### src/logic/viterbi_pkg.sv
// ----------------------------------------------------------
// Viterbi decoder package
// Types and trellis helpers for the rate 1/2, K=3 code with
// generators 7 and 5 (octal), four-state trellis
// ----------------------------------------------------------

package viterbi_pkg;

   // ----------------------------------------------------------
   // Trellis constants
   // ----------------------------------------------------------
   localparam int SYM_W         = 2;
   localparam int STATE_W       = 2;
   localparam int NUM_STATES    = 4;
   // One branch label per 2-bit code symbol
   localparam int NUM_LABELS    = 4;
   // Hamming distance over 2 bits is 0..2
   localparam int BM_W          = 2;
   // Starting metric of states 1..3 so state 0 is favoured
   localparam int PM_RESET_BIAS = 4;

   // Bit 1 from generator 7, bit 0 from generator 5
   typedef logic [SYM_W-1:0]   sym_t;
   // Bit 1 newest input bit, bit 0 the one before
   typedef logic [STATE_W-1:0] state_t;
   typedef logic [BM_W-1:0]    bmet_t;

   // Branch metric stage output
   typedef struct packed {
      logic                         valid;
      bmet_t [NUM_LABELS-1:0]       metric;
   } bm_t;

   // ACS stage output, decision 0 = lower (even) predecessor
   typedef struct packed {
      logic                         valid;
      logic [NUM_STATES-1:0]        decision;
      state_t                       best_state;
   } acs_t;

   // ----------------------------------------------------------
   // Trellis helpers
   // ----------------------------------------------------------
   // Input bit that leads into state n
   function automatic logic input_bit(input state_t n);
      return n[1];
   endfunction

   // Predecessor of state n; upper picks the odd one
   function automatic state_t pred_state(input state_t n, input logic upper);
      return state_t'({n[0], upper});
   endfunction

   // Code symbol sent when input u leaves state p
   function automatic sym_t code_label(input state_t p, input logic u);
      return sym_t'({u ^ p[1] ^ p[0], u ^ p[0]});
   endfunction

endpackage
### src/logic/viterbi_dec.sv
// ----------------------------------------------------------
// Hard-decision Viterbi decoder, rate 1/2, K=3, G=(7,5)
// Branch metric, add-compare-select and register-exchange
// survivor stages, three cycles from strobe to output
// ----------------------------------------------------------

`timescale 1ns/1ns

module viterbi_dec
   import viterbi_pkg::*;
#(
   // Path metric width
   parameter int PM_W        = 4,
   // Survivor length, also the decoding delay in symbols
   parameter int TRACE_DEPTH = 16
)
(
   input  logic clk,
   input  logic rst_n,
   input  logic in_valid,
   input  sym_t in_sym,
   output logic out_valid,
   output logic out_bit
);

   bm_t  bm_comb;
   bm_t  bm_q;
   acs_t acs_comb;
   acs_t acs_q;

   // ----------------------------------------------------------
   // Stage 1, branch metrics
   // ----------------------------------------------------------
   branch_metric u_branch_metric (
      .in_valid (in_valid),
      .in_sym   (in_sym),
      .bm       (bm_comb)
   );

   stage_reg #(
      .payload_t (bm_t)
   ) u_bm_reg (
      .clk   (clk),
      .rst_n (rst_n),
      .d     (bm_comb),
      .q     (bm_q)
   );

   // ----------------------------------------------------------
   // Stage 2, add-compare-select
   // ----------------------------------------------------------
   add_compare_select #(
      .PM_W (PM_W)
   ) u_acs (
      .clk   (clk),
      .rst_n (rst_n),
      .bm    (bm_q),
      .acs   (acs_comb)
   );

   stage_reg #(
      .payload_t (acs_t)
   ) u_acs_reg (
      .clk   (clk),
      .rst_n (rst_n),
      .d     (acs_comb),
      .q     (acs_q)
   );

   // ----------------------------------------------------------
   // Stage 3, survivor paths and decoded bit
   // ----------------------------------------------------------
   survivor_exchange #(
      .TRACE_DEPTH (TRACE_DEPTH)
   ) u_survivor (
      .clk       (clk),
      .rst_n     (rst_n),
      .acs       (acs_q),
      .out_valid (out_valid),
      .out_bit   (out_bit)
   );

endmodule

### src/logic/survivor_exchange.sv
// ----------------------------------------------------------
// Register-exchange survivor memory
// Keeps one decoded-bit path per state, copies paths along
// the selected branches, and emits the oldest bit of the
// best path once TRACE_DEPTH symbols have been seen
// ----------------------------------------------------------

`timescale 1ns/1ns

module survivor_exchange
   import viterbi_pkg::*;
#(
   parameter int TRACE_DEPTH = 16
)
(
   input  logic clk,
   input  logic rst_n,
   input  acs_t acs,
   output logic out_valid,
   output logic out_bit
);

   localparam int CNT_W = $clog2(TRACE_DEPTH + 1);

   // Bit TRACE_DEPTH-1 is the oldest, bit 0 the newest
   typedef logic [TRACE_DEPTH-1:0] path_t;

   path_t            path_q [NUM_STATES];
   path_t            path_d [NUM_STATES];
   logic [CNT_W-1:0] fill_q;
   logic             full;
   state_t           best_pred;

   // ----------------------------------------------------------
   // Path exchange
   // ----------------------------------------------------------
   always_comb
   begin
      for (int n = 0; n < NUM_STATES; n++)
      begin
         // Take the chosen predecessor's path, drop its oldest
         // bit, and append the input bit that enters state n
         path_d[n] = {path_q[pred_state(state_t'(n), acs.decision[n])][TRACE_DEPTH-2:0],
                      input_bit(state_t'(n))};
      end
   end

   // Predecessor on the best state's surviving branch
   assign best_pred = pred_state(acs.best_state, acs.decision[acs.best_state]);

   // Window holds real decisions only after TRACE_DEPTH steps
   assign full = (fill_q == CNT_W'(TRACE_DEPTH));

   // Paths advance one step per valid decision set
   always_ff @(posedge clk)
   begin
      if (acs.valid)
      begin
         path_q <= path_d;
      end
   end

   // ----------------------------------------------------------
   // Fill count and decoded output
   // ----------------------------------------------------------
   always_ff @(posedge clk)
   begin
      if (!rst_n)
      begin
         fill_q    <= '0;
         out_valid <= 1'b0;
         out_bit   <= 1'b0;
      end
      else
      begin
         // Saturates at TRACE_DEPTH
         if (acs.valid && !full)
         begin
            fill_q <= fill_q + 1'b1;
         end
         // Bit shifted out of the best path is the symbol
         // accepted TRACE_DEPTH steps ago
         if (acs.valid && full)
         begin
            out_valid <= 1'b1;
            out_bit   <= path_q[best_pred][TRACE_DEPTH-1];
         end
         else
         begin
            out_valid <= 1'b0;
         end
      end
   end

endmodule

### src/logic/add_compare_select.sv
// ----------------------------------------------------------
// Add-compare-select unit
// Holds the four path metrics, picks the surviving branch
// into each state, normalizes, and reports the best state
// Decisions are combinational and registered downstream
// ----------------------------------------------------------

`timescale 1ns/1ns

module add_compare_select
   import viterbi_pkg::*;
#(
   parameter int PM_W = 4
)
(
   input  logic clk,
   input  logic rst_n,
   input  bm_t  bm,
   output acs_t acs
);

   // Stored metric and one extra bit for the sum before normalizing
   typedef logic [PM_W-1:0] pm_t;
   typedef logic [PM_W:0]   sum_t;

   pm_t                   pm_q    [NUM_STATES];
   pm_t                   pm_d    [NUM_STATES];
   state_t                pred_lo [NUM_STATES];
   state_t                pred_hi [NUM_STATES];
   sum_t                  sum_lo  [NUM_STATES];
   sum_t                  sum_hi  [NUM_STATES];
   sum_t                  sel     [NUM_STATES];
   logic [NUM_STATES-1:0] dec;
   sum_t                  min_sum;
   state_t                best;

   // ----------------------------------------------------------
   // Add and compare-select
   // ----------------------------------------------------------
   always_comb
   begin
      for (int n = 0; n < NUM_STATES; n++)
      begin
         // Even and odd predecessors of state n
         pred_lo[n] = pred_state(state_t'(n), 1'b0);
         pred_hi[n] = pred_state(state_t'(n), 1'b1);
         // Metric plus cost of the branch label taken
         sum_lo[n]  = sum_t'(pm_q[pred_lo[n]])
                    + sum_t'(bm.metric[code_label(pred_lo[n], input_bit(state_t'(n)))]);
         sum_hi[n]  = sum_t'(pm_q[pred_hi[n]])
                    + sum_t'(bm.metric[code_label(pred_hi[n], input_bit(state_t'(n)))]);
         // Ties go to the lower predecessor
         if (sum_lo[n] <= sum_hi[n])
         begin
            sel[n] = sum_lo[n];
            dec[n] = 1'b0;
         end
         else
         begin
            sel[n] = sum_hi[n];
            dec[n] = 1'b1;
         end
      end
   end

   // ----------------------------------------------------------
   // Minimum search and normalization
   // ----------------------------------------------------------
   always_comb
   begin
      min_sum = sel[0];
      best    = '0;
      // Strict less-than keeps the lowest index on ties
      for (int n = 1; n < NUM_STATES; n++)
      begin
         if (sel[n] < min_sum)
         begin
            min_sum = sel[n];
            best    = state_t'(n);
         end
      end
      // Best state lands on 0 after the subtraction
      for (int n = 0; n < NUM_STATES; n++)
      begin
         pm_d[n] = pm_t'(sel[n] - min_sum);
      end
   end

   // Output for the acs stage register
   assign acs.valid      = bm.valid;
   assign acs.decision   = dec;
   assign acs.best_state = best;

   // ----------------------------------------------------------
   // Path metric registers
   // ----------------------------------------------------------
   always_ff @(posedge clk)
   begin
      if (!rst_n)
      begin
         // Encoder starts in state 0
         pm_q[0] <= '0;
         for (int n = 1; n < NUM_STATES; n++)
         begin
            pm_q[n] <= pm_t'(PM_RESET_BIAS);
         end
      end
      else if (bm.valid)
      begin
         pm_q <= pm_d;
      end
   end

endmodule

### src/logic/stage_reg.sv
// ----------------------------------------------------------
// Pipeline stage register
// Loads its payload every cycle, clears it on reset
// ----------------------------------------------------------

`timescale 1ns/1ns

module stage_reg
#(
   // Payload struct carried by this stage
   parameter type payload_t = logic
)
(
   input  logic     clk,
   input  logic     rst_n,
   input  payload_t d,
   output payload_t q
);

   // Valid flag lives inside the payload, so clearing it all
   // on reset also drops any pending strobe
   always_ff @(posedge clk)
   begin
      if (!rst_n)
      begin
         q <= '0;
      end
      else
      begin
         // No enable, a stage with valid low just passes idle
         q <= d;
      end
   end

endmodule

### src/logic/branch_metric.sv
// ----------------------------------------------------------
// Branch metric unit
// Hamming distance of the received hard-decision symbol to
// each of the four code labels, purely combinational
// ----------------------------------------------------------

`timescale 1ns/1ns

module branch_metric
   import viterbi_pkg::*;
(
   input  logic in_valid,
   input  sym_t in_sym,
   output bm_t  bm
);

   // ----------------------------------------------------------
   // Distance helper
   // ----------------------------------------------------------
   // Counts differing bits between two 2-bit symbols
   function automatic bmet_t hamming(input sym_t a, input sym_t b);
      sym_t diff;
      diff = a ^ b;
      return bmet_t'(diff[1]) + bmet_t'(diff[0]);
   endfunction

   // ----------------------------------------------------------
   // Metric generation
   // ----------------------------------------------------------
   always_comb
   begin
      // Strobe passes straight through with the metrics
      bm.valid = in_valid;
      // One distance per label 00, 01, 10, 11
      for (int l = 0; l < NUM_LABELS; l++)
      begin
         bm.metric[l] = hamming(in_sym, sym_t'(l));
      end
   end

   // Label 0 and label 3 are complements, so their metrics
   // always sum to 2; same for labels 1 and 2
   // Nothing here is clocked, the stage_reg after this block
   // provides the pipeline cycle

endmodule

### config.mk
export PLATFORM = sky130hd
export DESIGN_NAME = viterbi_dec
export DESIGN_NICKNAME = d
export VERILOG_FILES = /design/src/logic/viterbi_pkg.sv /design/src/logic/viterbi_dec.sv /design/src/logic/survivor_exchange.sv /design/src/logic/add_compare_select.sv /design/src/logic/stage_reg.sv /design/src/logic/branch_metric.sv
export SDC_FILE = /design/constraint.sdc
export NUM_CORES = 1
export LEC_CHECK = 0
export BUFFER_PORTS_ARGS = -buffer_cell sky130_fd_sc_hd__buf_2
export CORE_ASPECT_RATIO = 1.1
export CORE_MARGIN = 4
export CORE_UTILIZATION = 50
export CTS_BUF_LIST = sky130_fd_sc_hd__clkbuf_16
export CTS_CLUSTER_SIZE = 12
export DETAILED_ROUTE_END_ITERATION = 12
export PLACE_DENSITY_LB_ADDON = 0.1
export SYNTH_ARGS = -nofsm -noshare
export SYNTH_HDL_FRONTEND = slang
export SYNTH_HIERARCHICAL = 1
export SYNTH_SLANG_ARGS = --single-unit
### constraint.sdc
create_clock -name clk -period 8.7 [get_ports clk]
set_clock_uncertainty 0.1 [all_clocks]
set_input_delay 0.87 -clock clk [delete_from_list [all_inputs] [get_ports clk]]
set_output_delay 0.87 -clock clk [all_outputs]
set_load 0.1 [all_outputs]
==> results.md <==
Die:
- The placement row count is 43.
- The region available for standard cell placement spans approximately 0.013 sq mm.
- Once the floorplan was initialized, standard cells occupied about half of the core.
- The floorplan step set the die height to ~130 um.
- The number of top-level pins is 7.
- The floorplan step defined a die boundary enclosing around 0.015 sq mm.
- In this run the horizontal extent of the chip is 117 um.

Setup path:
- The most numerous cell type found on the critical path is sky130_fd_sc_hd__ha_1.
- The critical path start-end classification is register to register.
- On the worst path, the slowest cell contributes a delay of ~0.48 ns.
- The type of element capturing the critical path is a register.
- At the worst endpoint, the required time is around 9 ns.
- Data on the critical path arrives at its endpoint at approximately 8.2 ns.
- The number of cell instances on the worst register-to-register path is 29.
- The cell with the biggest individual delay on the critical path is sky130_fd_sc_hd__or4_1.
- The worst setup path is launched from a register.
- The critical-path maximum fanout is 10.

Placed design:
- The sum of net half-perimeters after detailed placement is about 10000 um.
- The congestion estimate from routability-driven global placement came to about 0.95.
- The count of buffers added on input and output ports is 6.
- Timing analysis after detailed placement gives a worst setup slack of between 0.1 and 0.15 ns.

Routing:
- The number of nets still failing antenna checks after routing is 0.
- The DRC violation count after routing is 0.
- Summing over every cut layer, the via total after detailed routing is roughly 4700.
- In the routed layout, each cell is associated on average with a via count of about 6.1.
- The number of iterations in the first detailed-routing pass is 6.
- The initial DRC count is ~280.
- Wires add up to ~14000 um.
- Dividing the detail-routed wire length by the instance count gives between 15 and 20 um.

Final layout:
- The repair_antennas step left the layout with diodes totalling 0.
- The multi-input gate area in the final layout is 0.00383 sq mm.
- In the final layout, the share of cells above drive strength 1 is 17.1%.
- The combined flip-flop and latch cell area is around 0.0025 sq mm.
- The filler cell count in the final layout is 1100.
- The layout overhead on the synthesized area is 6.79%.
- The final layout net count is ~680.

Timing:
- The setup violation total in the final timing report is 0.
- Setup repair after global routing left no endpoint under its margin.
- In this run the tightest slew margin relative to its limit is approximately 37%.
- Across all setup checks in the final design, the least slack found is slightly above 0.6 ns.
- The final-report hold violation count came to 0.
- The number of max-slew violations in the final report was 0.
- Derived from the worst setup path, the maximum achievable clock frequency is ~0.12 GHz.
- The minimum clock period after layout is between 8 and 9 ns.
- For the final routed database, the setup TNS stands at 0 ns.
- Of the available clock period, the critical path in the final layout requires 93.0%.
- The actual slew at the worst max-slew pin is between 0.9 and 1 ns.

Clock tree:
- The clock transition at the registers of the reported paths is roughly 0.07 ns.
- The H-tree was split into 3 levels.
- The cell sitting at the root of the clock tree is a sky130_fd_sc_hd__clkbuf_16.
- The clock drives 95 sinks.
- The clock tree from TritonCTS is built.
- Counting along the longest clock path gives a buffer depth of 2.
- Counting the buffers created by CTS gives 9.
- For the worst-skew pair, the clock arrives at the later sink with an insertion delay of around 0.35 ns.

Global route:
- The largest net degree at the start of global routing is 63.
- The number of antenna violations at the first check in global routing came to 0.
- The total grt overflow is 0.
- The number of global-route vias before repair is 4780.
- The first global-routing pass estimated approximately 23000 um of wire.
- The total global-route track usage is about a fifth.

Synth:
- The number of different library cells in the post-synthesis netlist is 84.
- The primary flip-flop cell chosen by synthesis mapping is sky130_fd_sc_hd__edfxtp_1.
- The synthesized area is between 0.006 and 0.007 sq mm.
- In this run, synthesis inferred 56 flip-flops with an integrated enable.
- Counting flops with an async set or reset pin after synthesis yields a share of 0%.
- When the netlist entered floorplanning its net count stood at approximately 670.
- The number of storage elements in the synthesis netlist is 95.
- The synthesized area divided by synthesized cell count is 10.8 sq um.
- The sequential share of the synthesized area is around 38%.
- The total of warnings raised by yosys is 6.
- The number of instances in the synthesized netlist is a little over 600.

Status:
- The flow ran to the end, and the final reports show no timing, DRC or antenna violations.

Hold path:
- Along the worst hold path, the cell count comes to 2.
- The worst min-delay path class is register to register.

Job:
- Max-cap violations in this run came to 0.
==> sequential cells by signal, indices dropped and copies added (netlist names) <==
register / cells
u_survivor/out_valid: 1
u_bm_reg/q: 9
u_survivor/out_bit: 1
u_acs/pm_q: 16
u_acs_reg/q: 7
u_survivor/path_q: 56
u_survivor/fill_q: 5
==> cells in the final DEF, fill, tap and decap left out, drive strengths merged, types with 3 or more instances in the layout <==
cell and n:
a2111oi 3, a211oi 10, a21o 13, a21oi 34, a221oi 3, a22o 3
a22oi 4, a31o 3, a31oi 6, a32o 3, a41oi 3, and2 19
and3 7, buf 8, clkbuf 9, clkinv 4, dfxtp 39, edfxtp 56
fa 8, ha 53, inv 44, maj3 3, mux2 57, mux2i 16
nand2 24, nand2b 8, nand3 16, nand4 3, nor2 31, nor2b 11
nor3 4, o21a 7, o21ai 18, o22ai 3, o311ai 3, or2 4
xnor2 24, xor2 10
==> worst paths after layout <==
path,start,to,slack [ns]
worst min register to register,u_acs/pm_q[4],u_acs/pm_q[4],0.41
worst max-delay path,u_acs/pm_q[4],u_acs/pm_q[15],0.61
worst min-delay path,u_acs/pm_q[4],u_acs/pm_q[4],0.41
worst max register to register,u_acs/pm_q[4],u_acs/pm_q[15],0.61
==> per-layer routing <==
layer / GRT usage [%] / up-vias / wire, um / part of all wire (%)
li1: - / 2273 / - / -
met1: 25.5 / 2274 / 6220 / 44
met2: 33.1 / 143 / 6850 / 49
met3: 3.31 / 24 / 601 / 4.3
met4: 6.41 / 0 / 337 / 2.4
met5: 0 / - / 0 / 0
==> cells by family after synthesis <==
logic type	after synthesis	synth area share (%)
AOI/OAI and AO/OA	145	16.8
xor gates and xnor gates	34	4.91
adders and majority gates	64	13.1
buffers and inverters	57	3.85
DFF	95	37.7
muxes	73	12.3
and+or+nand+nor	138	11.3
==> Yosys cell counts (all sizes together) (8+ instances only) <==
cell type	n	area (sq um)
fa	8	160
mux2i	16	160
a21o	13	97.6
a21oi	34	174
nor2	31	116
and2	19	119
nor2b	11	68.8
nand2b	8	50.1
ha	53	663
buf	14	90.1
dfxtp	39	781
mux2	57	642
a211oi	10	87.6
xnor2	24	218
xor2	10	103
o21ai	18	90.1
nand3	16	92.6
edfxtp	56	1680
inv	41	154
nand2	24	92.6
==> timing repair <==
action / in CTS / in global routing
hold buffers: 0 / 0
setup buffers: 0 / 0
gates resized for setup: 0 / 4
setup endpoints to repair: 0 / 16
==> worst max-delay path: cells and delay by family, from the launching register on <==
kind            cells  cell delay, ns
flops               1            0.33
simple gates        9            1.95
compound gates     11            2.94
buf+inv             1            0.16
fa+ha+maj           6            1.89
mux                 2            0.56
==> cell type report <==
type | count | area share [%]
clock inverters | 7 | 0.665
clock buffers | 9 | 3.23
well taps | 157 | 2.82
multi-input cells | 454 | 55.0
inverters | 42 | 2.26
repair buffers | 8 | 0.647
flip-flops and latches | 95 | 35.4
==> metrics by stage <==
step,std cells,cell area [sq um],hold slack (ns),utilization [%]
finish,772,6970,0.414,54.9
global route,772,6970,0.446,54.9
CTS,772,6940,0.413,54.7
detailed placement,756,6670,0.408,52.6
global placement,756,6670,0.399,52.6
floorplan,606,6520,0.375,-
Power is not shown: default switching activity piles up to over one toggle a cycle in this logic, so the estimate is an artifact.
